===== config.mk =====
export PLATFORM = sky130hd
export DESIGN_NAME = ctrlUnit
export DESIGN_NICKNAME = d
export VERILOG_FILES = /design/src/ctrlPkg.sv /design/src/isaPkg.sv /design/src/ctrlUnit.sv /design/src/controlWordGen.sv /design/src/stateSequencer.sv /design/src/instrDecoder.sv
export VERILOG_INCLUDE_DIRS = /design/src
export SDC_FILE = /design/constraint.sdc
export NUM_CORES = 1
export LEC_CHECK = 0
export BUFFER_PORTS_ARGS = -buffer_cell sky130_fd_sc_hd__buf_2
export CAP_MARGIN = 20
export CORE_MARGIN = 2
export CORE_UTILIZATION = 30
export DETAILED_ROUTE_END_ITERATION = 10
export PLACE_DENSITY = 0.65
export SETUP_SLACK_MARGIN = 0.1
export SYNTH_ARGS = -nofsm -noshare
export SYNTH_HDL_FRONTEND = slang
export SYNTH_HIERARCHICAL = 1
export SYNTH_SLANG_ARGS = --single-unit

===== constraint.sdc =====
create_clock -name clk -period 4.2 [get_ports clk]
set_input_delay 0.63 -clock clk [delete_from_list [all_inputs] [get_ports clk]]
set_output_delay 0.63 -clock clk [all_outputs]
set_load 0.01 [all_outputs]

===== src/ctrl_defines.svh =====
`ifndef CTRL_DEFINES_SVH
`define CTRL_DEFINES_SVH

// Cycles until memory read data is valid
`define MEM_WAIT_CYCLES 3

// Instruction field widths
`define OPCODE_W 6
`define FUNCT_W 6

`endif

===== src/ctrlPkg.sv =====
package ctrlPkg;

    typedef enum logic [3:0] {
        S_FETCH_WAIT,
        S_FETCH_LATCH,
        S_DECODE,
        S_EXECUTE,
        S_WRITE_BACK,
        S_BRANCH,
        S_JUMP,
        S_ADDR_CALC,
        S_MEM_READ_WAIT,
        S_MEM_READ_LATCH,
        S_MEM_WRITE,
        S_LOAD_WRITE,
        S_TRAP
    } ctrlState_t;

    typedef enum logic [1:0] {ALU_ADD, ALU_SUB, ALU_AND, ALU_SLT} aluOp_t;

    // Memory address source
    typedef enum logic {ADDR_PC, ADDR_ALU_OUT} addrSrc_t;

    typedef enum logic {SRCA_PC, SRCA_REG_A} aluSrcA_t;

    typedef enum logic [1:0] {
        SRCB_REG_B,
        SRCB_FOUR,
        SRCB_IMM,
        SRCB_IMM_SHIFTED
    } aluSrcB_t;

    typedef enum logic [1:0] {
        PCSRC_ALU_RESULT,
        PCSRC_ALU_OUT,
        PCSRC_JUMP_TARGET,
        PCSRC_EXC_VECTOR
    } pcSource_t;

    typedef enum logic {DST_RT, DST_RD} regDst_t;

    typedef enum logic {DATA_ALU_OUT, DATA_MDR} regData_t;

    // Everything the datapath needs in one cycle
    typedef struct packed {
        logic      pcWrite;
        logic      memRead;
        logic      memWrite;
        logic      irWrite;
        logic      regLoad;
        logic      aluOutWrite;
        logic      mdrWrite;
        logic      regWrite;
        logic      epcWrite;
        addrSrc_t  iorD;
        aluSrcA_t  aluSrcA;
        aluSrcB_t  aluSrcB;
        aluOp_t    aluOp;
        pcSource_t pcSource;
        regDst_t   regDst;
        regData_t  regData;
    } ctrlWord_t;

endpackage


===== src/isaPkg.sv =====
`include "ctrl_defines.svh"

package isaPkg;

    // Supported primary opcodes
    typedef enum logic [`OPCODE_W-1:0] {
        OP_RTYPE = 6'b000000,
        OP_J     = 6'b000010,
        OP_BEQ   = 6'b000100,
        OP_BNE   = 6'b000101,
        OP_ADDI  = 6'b001000,
        OP_LW    = 6'b100011,
        OP_SW    = 6'b101011
    } opcode_t;

    // R-type function codes
    typedef enum logic [`FUNCT_W-1:0] {
        FN_ADD = 6'b100000,
        FN_SUB = 6'b100010,
        FN_AND = 6'b100100,
        FN_SLT = 6'b101010
    } funct_t;

    typedef struct packed {
        opcode_t opcode;
        funct_t  funct;
    } instrFields_t;

    // What the sequencer and control word care about
    typedef enum logic [2:0] {
        CLS_ALU_R,
        CLS_ALU_IMM,
        CLS_BRANCH_EQ,
        CLS_BRANCH_NE,
        CLS_LOAD,
        CLS_STORE,
        CLS_JUMP,
        CLS_ILLEGAL
    } instrClass_t;

endpackage


===== src/ctrlUnit.sv =====
`timescale 1ns/1ps

module ctrlUnit (
    input  logic                 clk,
    input  logic                 rstN,
    input  isaPkg::instrFields_t fields,
    input  logic                 zero,
    output ctrlPkg::ctrlWord_t   ctrl,
    output ctrlPkg::ctrlState_t  state
);
    import isaPkg::*;
    import ctrlPkg::*;

    instrClass_t instrClass;
    aluOp_t      aluFunct;

    instrDecoder decoder0 (
        .clk        (clk),
        .rstN       (rstN),
        .state      (state),
        .fields     (fields),
        .instrClass (instrClass),
        .aluFunct   (aluFunct)
    );

    stateSequencer sequencer0 (
        .clk        (clk),
        .rstN       (rstN),
        .instrClass (instrClass),
        .state      (state)
    );

    // Control word is purely a function of the current cycle
    controlWordGen wordGen0 (
        .state      (state),
        .instrClass (instrClass),
        .aluFunct   (aluFunct),
        .zero       (zero),
        .ctrl       (ctrl)
    );

endmodule


===== src/controlWordGen.sv =====
`timescale 1ns/1ps

module controlWordGen (
    input  ctrlPkg::ctrlState_t state,
    input  isaPkg::instrClass_t instrClass,
    input  ctrlPkg::aluOp_t     aluFunct,
    input  logic                zero,
    output ctrlPkg::ctrlWord_t  ctrl
);
    import isaPkg::*;
    import ctrlPkg::*;

    always_comb begin
        // All enables off, selects at their first value
        ctrl = '0;
        case (state)
            S_FETCH_WAIT: begin
                ctrl.memRead = 1'b1;
                ctrl.iorD    = ADDR_PC;
            end
            S_FETCH_LATCH: begin
                ctrl.memRead  = 1'b1;
                ctrl.irWrite  = 1'b1;
                ctrl.pcWrite  = 1'b1;
                ctrl.pcSource = PCSRC_ALU_RESULT;
                ctrl.aluSrcA  = SRCA_PC;
                ctrl.aluSrcB  = SRCB_FOUR;
                ctrl.aluOp    = ALU_ADD;
            end
            S_DECODE: begin
                // Branch target computed early
                ctrl.regLoad     = 1'b1;
                ctrl.aluOutWrite = 1'b1;
                ctrl.aluSrcA     = SRCA_PC;
                ctrl.aluSrcB     = SRCB_IMM_SHIFTED;
                ctrl.aluOp       = ALU_ADD;
            end
            S_EXECUTE: begin
                ctrl.aluOutWrite = 1'b1;
                ctrl.aluSrcA     = SRCA_REG_A;
                if (instrClass == CLS_ALU_R) begin
                    ctrl.aluSrcB = SRCB_REG_B;
                    ctrl.aluOp   = aluFunct;
                end else begin
                    ctrl.aluSrcB = SRCB_IMM;
                    ctrl.aluOp   = ALU_ADD;
                end
            end
            S_WRITE_BACK: begin
                ctrl.regWrite = 1'b1;
                ctrl.regData  = DATA_ALU_OUT;
                ctrl.regDst   = (instrClass == CLS_ALU_R) ? DST_RD : DST_RT;
            end
            S_BRANCH: begin
                ctrl.aluSrcA  = SRCA_REG_A;
                ctrl.aluSrcB  = SRCB_REG_B;
                ctrl.aluOp    = ALU_SUB;
                ctrl.pcSource = PCSRC_ALU_OUT;
                ctrl.pcWrite  = (instrClass == CLS_BRANCH_EQ) ? zero : !zero;
            end
            S_JUMP: begin
                ctrl.pcWrite  = 1'b1;
                ctrl.pcSource = PCSRC_JUMP_TARGET;
            end
            S_ADDR_CALC: begin
                ctrl.aluOutWrite = 1'b1;
                ctrl.aluSrcA     = SRCA_REG_A;
                ctrl.aluSrcB     = SRCB_IMM;
                ctrl.aluOp       = ALU_ADD;
            end
            S_MEM_READ_WAIT: begin
                ctrl.memRead = 1'b1;
                ctrl.iorD    = ADDR_ALU_OUT;
            end
            S_MEM_READ_LATCH: begin
                ctrl.memRead  = 1'b1;
                ctrl.iorD     = ADDR_ALU_OUT;
                ctrl.mdrWrite = 1'b1;
            end
            S_LOAD_WRITE: begin
                ctrl.regWrite = 1'b1;
                ctrl.regData  = DATA_MDR;
                ctrl.regDst   = DST_RT;
            end
            S_MEM_WRITE: begin
                ctrl.memWrite = 1'b1;
                ctrl.iorD     = ADDR_ALU_OUT;
            end
            S_TRAP: begin
                ctrl.epcWrite = 1'b1;
                ctrl.pcWrite  = 1'b1;
                ctrl.pcSource = PCSRC_EXC_VECTOR;
            end
            default: ctrl = '0;
        endcase
    end

    // Single memory port
    always_comb begin
        assert (!(ctrl.memRead && ctrl.memWrite))
            else $error("read and write requested together");
        assert (!ctrl.irWrite || ctrl.pcWrite)
            else $error("instruction latched without PC advance");
    end

endmodule


===== src/stateSequencer.sv =====
`timescale 1ns/1ps
`include "ctrl_defines.svh"

module stateSequencer (
    input  logic                clk,
    input  logic                rstN,
    input  isaPkg::instrClass_t instrClass,
    output ctrlPkg::ctrlState_t state
);
    import isaPkg::*;
    import ctrlPkg::*;

    localparam int CntW = $clog2(`MEM_WAIT_CYCLES + 1);

    ctrlState_t      stateNext;
    logic [CntW-1:0] waitCnt;
    logic [CntW-1:0] waitNext;
    logic            waitDone;
    logic            waiting;

    assign waiting  = (state == S_FETCH_WAIT) || (state == S_MEM_READ_WAIT);
    assign waitDone = (waitCnt == CntW'(`MEM_WAIT_CYCLES - 1));

    // Counter only runs in the two memory wait states
    always_comb begin
        if (waiting && !waitDone) begin
            waitNext = waitCnt + 1'b1;
        end else begin
            waitNext = '0;
        end
    end

    always_comb begin
        stateNext = state;
        case (state)
            S_FETCH_WAIT: begin
                if (waitDone) begin
                    stateNext = S_FETCH_LATCH;
                end
            end
            S_FETCH_LATCH: stateNext = S_DECODE;
            S_DECODE: begin
                case (instrClass)
                    CLS_ALU_R, CLS_ALU_IMM:         stateNext = S_EXECUTE;
                    CLS_BRANCH_EQ, CLS_BRANCH_NE:   stateNext = S_BRANCH;
                    CLS_LOAD, CLS_STORE:            stateNext = S_ADDR_CALC;
                    CLS_JUMP:                       stateNext = S_JUMP;
                    default:                        stateNext = S_TRAP;
                endcase
            end
            S_EXECUTE: stateNext = S_WRITE_BACK;
            S_ADDR_CALC: begin
                if (instrClass == CLS_LOAD) begin
                    stateNext = S_MEM_READ_WAIT;
                end else begin
                    stateNext = S_MEM_WRITE;
                end
            end
            S_MEM_READ_WAIT: begin
                if (waitDone) begin
                    stateNext = S_MEM_READ_LATCH;
                end
            end
            S_MEM_READ_LATCH: stateNext = S_LOAD_WRITE;
            // Last state of every sequence
            default: stateNext = S_FETCH_WAIT;
        endcase
    end

    always_ff @(posedge clk) begin
        if (!rstN) begin
            state   <= S_FETCH_WAIT;
            waitCnt <= '0;
        end else begin
            state   <= stateNext;
            waitCnt <= waitNext;
        end
    end

    waitBound: assert property (@(posedge clk) disable iff (!rstN)
        int'(waitCnt) < `MEM_WAIT_CYCLES)
        else $error("wait counter overran");

    legalState: assert property (@(posedge clk) disable iff (!rstN)
        state inside {[S_FETCH_WAIT:S_TRAP]})
        else $error("state register holds an unused code");

endmodule


===== src/instrDecoder.sv =====
`timescale 1ns/1ps

module instrDecoder (
    input  logic                clk,
    input  logic                rstN,
    input  ctrlPkg::ctrlState_t state,
    input  isaPkg::instrFields_t fields,
    output isaPkg::instrClass_t instrClass,
    output ctrlPkg::aluOp_t     aluFunct
);
    import isaPkg::*;
    import ctrlPkg::*;

    instrClass_t classD;
    instrClass_t classQ;
    aluOp_t      functD;
    aluOp_t      functQ;

    always_comb begin
        classD = CLS_ILLEGAL;
        functD = ALU_ADD;
        case (fields.opcode)
            OP_RTYPE: begin
                classD = CLS_ALU_R;
                case (fields.funct)
                    FN_ADD:  functD = ALU_ADD;
                    FN_SUB:  functD = ALU_SUB;
                    FN_AND:  functD = ALU_AND;
                    FN_SLT:  functD = ALU_SLT;
                    // Unknown funct traps like a bad opcode
                    default: classD = CLS_ILLEGAL;
                endcase
            end
            OP_ADDI: classD = CLS_ALU_IMM;
            OP_BEQ:  classD = CLS_BRANCH_EQ;
            OP_BNE:  classD = CLS_BRANCH_NE;
            OP_LW:   classD = CLS_LOAD;
            OP_SW:   classD = CLS_STORE;
            OP_J:    classD = CLS_JUMP;
            default: classD = CLS_ILLEGAL;
        endcase
    end

    always_ff @(posedge clk) begin
        if (!rstN) begin
            classQ <= CLS_ILLEGAL;
        end else if (state == S_DECODE) begin
            classQ <= classD;
        end
    end

    always_ff @(posedge clk) begin
        if (state == S_DECODE) begin
            functQ <= functD;
        end
    end

    // Sequencer branches on the fresh class during decode
    assign instrClass = (state == S_DECODE) ? classD : classQ;
    assign aluFunct   = (state == S_DECODE) ? functD : functQ;

    // Class is held for the whole instruction
    classHeld: assert property (@(posedge clk) disable iff (!rstN)
        ($past(rstN) && $past(state) != S_DECODE) |-> classQ == $past(classQ))
        else $error("decoded class changed outside decode");

endmodule


==> impl_summary.log, run 1 <==
INFO  metric mappedNetlistArea = 976 µm²
INFO  metric synth_async_sr_flop_share = 0
INFO  metric fin_worst_hold_slack = 413 ps
INFO  metric ys_seq_area_frac = 0.226
INFO  metric cts-root-buf = sky130_fd_sc_hd__clkbuf_4
INFO  metric synth.yosys.warnings = 6
INFO  metric hp-class = reg2reg
INFO  metric seq_area = 220 µm²
INFO  metric clock_insertion_delay_worst_skew = 270 ps
INFO  metric global_route.overflow_total = 0
INFO  metric post-route-drc-count = 0
INFO  metric totalNegativeSetupSlack = 0 ps
INFO  metric dieWidth = 61.0 µm
INFO  metric worst_ir_drop_vdd = 0.000208 V
INFO  metric regToRegStartpoint = sequencer0/state[0]$_SDFFE_PN0P_
INFO  metric boundaryPins = 38
INFO  metric final_max_slew_viol_count = 0
INFO  metric min_period = 3520 ps
INFO  metric grt_max_degree = 26
INFO  metric syn-instance-count = 121
INFO  metric fin_worst_skew = 5.98 ps
INFO  metric clkSinkCount = 11
INFO  metric grt.total_usage = 0.141
INFO  metric synth-edff-count = 0
INFO  metric cts_max_path_buffers = 2
INFO  metric drt-vias-per-instance = 5.21
INFO  metric timing_worst_slew_pin_value = 749 ps
INFO  metric timing_worst_setup_path_type = reg2out
INFO  metric crit_path_top_delay_cell = sky130_fd_sc_hd__dfxtp_1
INFO  metric crit_fanout = 25
INFO  metric min-delay-start = sequencer0/waitCnt[0]$_SDFF_PN0_
INFO  metric hold_viol = 0
INFO  metric first_iter_violations = 52
INFO  metric antenna_cells = 0
INFO  metric htreeDepth = 1
INFO  metric setup_repair_after_global_routing_missed_its_margin = false
INFO  metric cts_setup_buffers = 0
INFO  metric total_power = 0.000366 W
INFO  metric via_count = 1,053
INFO  metric syn_nets = 137
INFO  metric die_height = 61.0 µm
INFO  metric status = complete, no violations
INFO  metric crit_arrival = 2890 ps
INFO  metric via_count_of_the_first_global_routing_pass = 961
INFO  metric cpPeakStageDelay = 550 ps
INFO  metric post-route-period-util = 0.839
INFO  metric routed_wl = 2460 µm
INFO  metric initial_utilization = 0.317
INFO  metric cts_tree = yes
INFO  metric syn2layout_area_growth = 24.0%
INFO  metric path_delay_family = simple AND/OR/NAND/NOR gates
INFO  metric critPathBufInv = 1
INFO  metric achievable-frequency = 0.284 GHz
INFO  metric number_of_flip_flops_and_latches_in_the_synthesized_netlist = 11
INFO  metric core_area = 3080 µm²
INFO  metric finish.net_count = 175
INFO  metric r2r_slack = 1580 ps
INFO  metric route.detailed.wl_per_inst = 12.2 µm
INFO  metric cts_inserted_buffers = 3
INFO  metric total_leakage_power = 0.510 nW
INFO  metric post_route_cells_drive_above_1_share = 0.335
INFO  metric fin_ws = 678 ps
INFO  metric grt_first_pass_wirelength = 4080 µm
INFO  metric setup.worst_path.start_class = register
INFO  metric grt_antenna_before_repair = 0
INFO  metric clock_slew_at_reported_path_ffs = 70 ps
INFO  metric maxSlewHeadroom = 0.500
INFO  metric syn_avg_cell_area = 8.07 µm²
INFO  metric preCtsSetupSlack = 851 ps
INFO  metric fillerInstances = 323
INFO  metric multi_input_comb_area = 701 µm²
INFO  metric number_of_optimization_iterations_in_the_first_detailed_route_pass = 4
INFO  metric power-per-cell-area = 303 nW/µm²
INFO  metric ant_nets = 0
INFO  metric final-setup-viol-count = 0
INFO  metric post-route-util = 0.393
INFO  metric row_count = 20
INFO  metric critical_path.cell_chain = nor4b_2 -> nand2_1 -> a311o_1 -> o22a_1 -> or3_1 -> nor4_1 -> buf_2
INFO  metric portBuffers = 37
INFO  metric synth.distinct_cells = 50
INFO  metric max-cap-violations = 0
INFO  metric cts.hold.buffers_added = 0
INFO  metric dieArea = 3730 µm²
INFO  metric cts-resized-gates = 0
INFO  metric worstSetupStartpoint = sequencer0/state[0]$_SDFFE_PN0P_
INFO  metric routabilityCongestion = 0.771
INFO  metric endpoint_kind = output port
INFO  metric synth_top_flop_cell = sky130_fd_sc_hd__dfxtp_1
INFO  metric worst_endpoint_required_time = 3570 ps
INFO  metric hpwl = 1840 µm
==> sequential cells by signal, summed over array words and instances (netlist names) <==
| register | flops |
|---|---|
| sequencer0/state | 4 |
| decoder0/classQ | 3 |
| decoder0/functQ | 2 |
| sequencer0/waitCnt | 2 |
==> layout by cell type (no fill, tap or decap), types with 2 or more instances in the layout <==
cell type and instances:
sky130_fd_sc_hd__buf_2 37, sky130_fd_sc_hd__dfxtp_1 11, sky130_fd_sc_hd__a211oi_1 2, sky130_fd_sc_hd__nor3_1 7, sky130_fd_sc_hd__nand4b_1 2, sky130_fd_sc_hd__or3_1 2, sky130_fd_sc_hd__o22a_1 2, sky130_fd_sc_hd__nand3_1 3
sky130_fd_sc_hd__nand2b_1 13, sky130_fd_sc_hd__clkbuf_4 3, sky130_fd_sc_hd__nor4b_2 2, sky130_fd_sc_hd__and3b_1 2, sky130_fd_sc_hd__nand2_1 10, sky130_fd_sc_hd__nor4_1 3, sky130_fd_sc_hd__a21oi_1 5, sky130_fd_sc_hd__inv_1 4
sky130_fd_sc_hd__nor3b_1 2, sky130_fd_sc_hd__o21ai_1 3, sky130_fd_sc_hd__nor2_1 13
==> path summary, 6_finish.rpt <==
kind / depth (start not counted) / to
setup / recovery: 7 / ctrl[5]
hold / removal: 1 / sequencer0/waitCnt[0]$_SDFF_PN0_
setup reg to reg: 8 / sequencer0/state[1]$_SDFFE_PN0P_
hold reg to reg: 1 / sequencer0/waitCnt[0]$_SDFF_PN0_
==> layer usage <==
metal | track usage | up-vias | wire length, µm
met4 | 0.00932 | 0 | 0
met5 | 0 | - | 0
met1 | 0.181 | 492 | 1130
met2 | 0.240 | 31 | 1170
met3 | 0.0462 | 0 | 152
li1 | - | 530 | -
==> cell usage after synthesis (2+ instances only) <==
cell type                  instances  area [µm²]
sky130_fd_sc_hd__nand3_1           3        15.0
sky130_fd_sc_hd__o22a_1            2        17.5
sky130_fd_sc_hd__buf_2             2        10.0
sky130_fd_sc_hd__and3b_1           2        17.5
sky130_fd_sc_hd__nor4b_2           2        30.0
sky130_fd_sc_hd__buf_6             2        22.5
sky130_fd_sc_hd__nor3_1            7        35.0
sky130_fd_sc_hd__nor3b_1           2        15.0
sky130_fd_sc_hd__nand4b_1          2        17.5
sky130_fd_sc_hd__or3_1             2        12.5
sky130_fd_sc_hd__a211oi_1          2        15.0
sky130_fd_sc_hd__o21ai_1           3        15.0
sky130_fd_sc_hd__dfxtp_1          11         220
sky130_fd_sc_hd__nor2_1           13        48.8
sky130_fd_sc_hd__nor4_1            3        18.8
sky130_fd_sc_hd__inv_1             4        15.0
sky130_fd_sc_hd__a21oi_1           5        25.0
sky130_fd_sc_hd__nand2_1          10        37.5
sky130_fd_sc_hd__nand2b_1         13        81.3
==> metrics by stage <==
| step | std cells | area, µm² |
|---|---|---|
| 2_1_floorplan | 121 | 976 |
| 3_3_place_gp | 198 | 1180 |
| 3_5_place_dp | 198 | 1180 |
| 4_1_cts | 202 | 1210 |
| 5_1_grt | 202 | 1210 |
| 6_report | 202 | 1210 |
==> logic make-up after synthesis <==
logic type,after synthesis,share of synthesized area
adder cells (fa/ha/maj),1,0.0128
XOR/XNOR,2,0.0180
buffers and inverters,9,0.0564
multiplexers,2,0.0218
AND/OR/NAND/NOR,69,0.437
flip-flops,11,0.226
AO/OA/AOI/OAI,27,0.228
==> final cells by class <==
class / instances / share of cell area
multi-input cells: 101 / 0.579
flip-flops and latches: 11 / 0.182
repair buffers: 38 / 0.159
well taps: 44 / 0.0455
clock buffers: 4 / 0.0217
inverters: 4 / 0.0124
==> report_power, final <==
group	switching [W]	internal (W)	leakage, nW
clock	0.0000365	0.0000368	0.0150
sequential	0.0000272	0.000127	0.0901
combinational	0.0000762	0.0000626	0.405
total	0.000140	0.000227	0.510
(Power assumes the default switching activity.)
==> run 2, diff against run 1 <==
--- a/config.mk
+++ b/config.mk
@@ -6,12 +6,13 @@
 export SDC_FILE = /design/constraint.sdc
 export NUM_CORES = 1
 export LEC_CHECK = 0
+export ABC_AREA = 1
 export BUFFER_PORTS_ARGS = -buffer_cell sky130_fd_sc_hd__buf_2
 export CAP_MARGIN = 20
 export CORE_MARGIN = 2
 export CORE_UTILIZATION = 30
 export DETAILED_ROUTE_END_ITERATION = 10
-export PLACE_DENSITY = 0.65
+export PLACE_DENSITY = 0.64
 export SETUP_SLACK_MARGIN = 0.1
 export SYNTH_ARGS = -nofsm -noshare
 export SYNTH_HDL_FRONTEND = slang
==> constraint.sdc (replaced) <==
create_clock -name clk -period 3.6 [get_ports clk]
set_input_delay 0.54 -clock clk [delete_from_list [all_inputs] [get_ports clk]]
set_output_delay 0.54 -clock clk [all_outputs]
set_load 0.01 [all_outputs]
==> impl_summary.log, run 2 <==
INFO  metric grt_first_pass_wirelength = 3780 µm
INFO  metric first_iter_violations = 30
INFO  metric timing.critical_path.mode_cell = sky130_fd_sc_hd__nor2_1
INFO  metric synth_async_sr_flop_share = 0
INFO  metric crit_path_top_delay_cell = sky130_fd_sc_hd__dfxtp_1
INFO  metric setup.worst_path.start_class = register
INFO  metric drt-vias-per-instance = 4.24
INFO  metric final-setup-viol-count = 0
INFO  metric grt_antenna_before_repair = 0
INFO  metric htreeDepth = 1
INFO  metric yosys.cell_count.top_type = sky130_fd_sc_hd__nand2_1
INFO  metric syn2layout_area_growth = 26.7%
INFO  metric ys_seq_area_frac = 0.217
INFO  metric final_max_slew_viol_count = 0
INFO  metric path_delay_family = simple AND/OR/NAND/NOR gates
INFO  metric syn_nets = 206
INFO  metric comb_power_share = 0.522
INFO  metric synth.yosys.warnings = 6
INFO  metric layoutNonFillerInstCount = 277
INFO  metric synth-edff-count = 0
INFO  metric via_count_of_the_first_global_routing_pass = 979
INFO  metric maxSlewHeadroom = 0.717
INFO  metric largest_register_ff_count = 4
INFO  metric routed_wl = 2190 µm
INFO  metric dieWidth = 62.1 µm
INFO  metric layout.cell_area.non_filler = 1280 µm²
INFO  metric synth_top_flop_cell = sky130_fd_sc_hd__dfxtp_1
INFO  metric cts.hold.buffers_added = 0
INFO  metric status = complete, no violations
INFO  metric grt_max_degree = 13
INFO  metric post_route_cells_drive_above_1_share = 0.260
INFO  metric portBuffers = 37
INFO  metric synth.distinct_cells = 20
INFO  metric biggestRegsByFlops = sequencer0/state (4), decoder0/classQ (3)
INFO  metric hold_viol = 0
INFO  metric global_route.overflow_total = 0
INFO  metric achievable-frequency = 0.367 GHz
INFO  metric power-per-cell-area = 472 nW/µm²
INFO  metric total_power = 0.000606 W
INFO  metric cts_inserted_buffers = 3
INFO  metric yosys-top-cells-area = sky130_fd_sc_hd__dfxtp_1 (22%), sky130_fd_sc_hd__nand2_1 (19%), sky130_fd_sc_hd__nor2_1 (14%), sky130_fd_sc_hd__inv_1 (12%), sky130_fd_sc_hd__nand3_1 (9.9%)
INFO  metric syn_avg_cell_area = 5.33 µm²
INFO  metric worst_endpoint_required_time = 3060 ps
INFO  metric min_period = 2730 ps
INFO  metric layout.cells.most_common = sky130_fd_sc_hd__nand2_1
INFO  metric post-route-period-util = 0.757
INFO  metric placedCellCount = 273
INFO  metric row_count = 21
INFO  metric clock_insertion_delay_worst_skew = 270 ps
INFO  metric placement.cell_area = 1260 µm²
INFO  metric route.detailed.wl_per_inst = 7.91 µm
INFO  metric via_count = 1,175
INFO  metric dieArea = 3860 µm²
INFO  metric clkSinkCount = 11
INFO  metric cts_tree = yes
INFO  metric totalNegativeSetupSlack = 0 ps
INFO  metric antenna_cells = 0
INFO  metric critPathBufInv = 3
INFO  metric crit_fanout = 12
INFO  metric finish.net_count = 248
INFO  metric post-route-drc-count = 0
INFO  metric worst_ir_drop_vdd = 0.000246 V
INFO  metric fin_worst_skew = 1.63 ps
INFO  metric mappedNetlistArea = 1010 µm²
INFO  metric layout.cells.most_common_list = sky130_fd_sc_hd__nand2_1 (51), sky130_fd_sc_hd__nor2_1 (39), sky130_fd_sc_hd__buf_2 (37)
INFO  metric max-cap-violations = 0
INFO  metric clkPwrFrac = 0.138
INFO  metric hp-class = reg2reg
INFO  metric routabilityCongestion = 0.806
INFO  metric max_flop_register = sequencer0/state
INFO  metric critical_path.cell_chain = inv_1 -> nor2_1 -> nand2_1 -> inv_1 -> nand2_2 -> nor2_1 -> nor2_1 -> nor2_1 -> nand2_1 -> nand2_1 -> nand3_1 -> buf_2
INFO  metric synth.cells.most_frequent = sky130_fd_sc_hd__nand2_1 (51), sky130_fd_sc_hd__nor2_1 (39), sky130_fd_sc_hd__inv_1 (33), sky130_fd_sc_hd__nand3_1 (20), sky130_fd_sc_hd__dfxtp_1 (11)
INFO  metric fillerInstances = 373
INFO  metric p_sw_frac = 0.465
INFO  metric p_seq_frac = 0.339
INFO  metric grt.total_usage = 0.119
INFO  metric hpwl = 1830 µm
INFO  metric top_area_cell_type_share_of_the_netlist_area = 0.217
INFO  metric ant_nets = 0
INFO  metric boundaryPins = 38
INFO  metric synth_largest_area_cell = sky130_fd_sc_hd__dfxtp_1
INFO  metric setup_repair_after_global_routing_missed_its_margin = false
INFO  metric core_area = 3280 µm²
INFO  metric number_of_optimization_iterations_in_the_first_detailed_route_pass = 4
INFO  metric switchingPower = 0.000281 W
INFO  metric crit_arrival = 2190 ps
INFO  metric cts_max_path_buffers = 2
INFO  metric number_of_flip_flops_and_latches_in_the_synthesized_netlist = 11
INFO  metric cpPeakStageDelay = 580 ps
INFO  metric cts-resized-gates = 0
INFO  metric die_height = 62.1 µm
INFO  metric total_leakage_power = 0.760 nW
INFO  metric cell_internal_pwr = 0.000324 W
INFO  metric syn-instance-count = 190
INFO  metric cts-root-buf = sky130_fd_sc_hd__clkbuf_4
INFO  metric timing_worst_setup_path_type = reg2out
INFO  metric endpoint_kind = output port
INFO  metric cts_setup_buffers = 0
INFO  metric initial_utilization = 0.309
INFO  metric clock_slew_at_reported_path_ffs = 70 ps
INFO  metric timing_worst_slew_pin_value = 424 ps
-- run 2: worst reg2reg max path, cell delays in order (launching register included) --
cell	delay [ps]
sky130_fd_sc_hd__dfxtp_1	580
sky130_fd_sc_hd__inv_1	70
sky130_fd_sc_hd__nor2_1	90
sky130_fd_sc_hd__nand2_1	120
sky130_fd_sc_hd__inv_1	150
sky130_fd_sc_hd__nand2_2	70
sky130_fd_sc_hd__inv_1	50
sky130_fd_sc_hd__nand2_1	40
sky130_fd_sc_hd__nand2_1	70
sky130_fd_sc_hd__inv_1	100
sky130_fd_sc_hd__nor2_1	110
sky130_fd_sc_hd__nand2_1	60
sky130_fd_sc_hd__nand2_1	60
sky130_fd_sc_hd__nand3_1	70
sky130_fd_sc_hd__nand2_1	60
sky130_fd_sc_hd__inv_1	30
-- run 2: area by class of cell --
type | count | area (µm²) | area share
Clock inverter | 1 | 5.00 | 0.00390
Clock buffer | 3 | 22.5 | 0.0175
Tap cell | 46 | 57.6 | 0.0448
Multi-Input combinational cell | 143 | 657 | 0.512
Inverter | 36 | 136 | 0.106
Timing Repair Buffer | 37 | 185 | 0.144
Sequential cell | 11 | 220 | 0.172
-- run 2: cells by family (layout without fill, tap and decap cells) --
logic type,after synthesis,after routing,share of synthesized area
buffers and inverters,36,77,0.135
DFF,11,11,0.217
and+or+nand+nor,131,131,0.574
adders and majority gates,1,1,0.0123
AOI/OAI and AO/OA,11,11,0.0617
-- run 2: metrics by stage --
stage               utilization  hold slack, ps  worst slack [ps]
floorplan                     -             392              1320
global placement          0.382             401              1030
detailed placement        0.382             403              1000
CTS                       0.391             419               834
global route              0.391             448               550
finish                    0.391             414               875
-- run 2: metal layers --
layer	track usage	vias to the layer above	routed length, µm
li1	-	654	-
met1	0.129	488	1050
met2	0.215	31	1010
met3	0.0399	2	115
met4	0.0417	0	19
met5	0	-	0
-- run 2: worst paths after layout --
check                                   start                               end  slack (ps)  depth (start not counted)
max          sequencer0/state[1]$_SDFFE_PN0P_                           ctrl[7]         870                         12
min          sequencer0/waitCnt[0]$_SDFF_PN0_  sequencer0/waitCnt[0]$_SDFF_PN0_         410                          1
max reg2reg  sequencer0/state[1]$_SDFFE_PN0P_  sequencer0/state[1]$_SDFFE_PN0P_        1770                         15
min reg2reg  sequencer0/waitCnt[0]$_SDFF_PN0_  sequencer0/waitCnt[0]$_SDFF_PN0_         410                          1
-- run 2: power by group through the flow --
| stage | Clock, W | Sequential [W] | Combinational (W) |
|---|---|---|---|
| after global routing | 0.0000973 | 0.000214 | 0.000360 |
| after global placement | 0 | 0.000209 | 0.000318 |
| after floorplan | 0 | 0.000205 | 0.000225 |
| final | 0.0000838 | 0.000206 | 0.000316 |
| after CTS | 0.0000905 | 0.000207 | 0.000319 |
| after detailed placement | 0 | 0.000210 | 0.000319 |
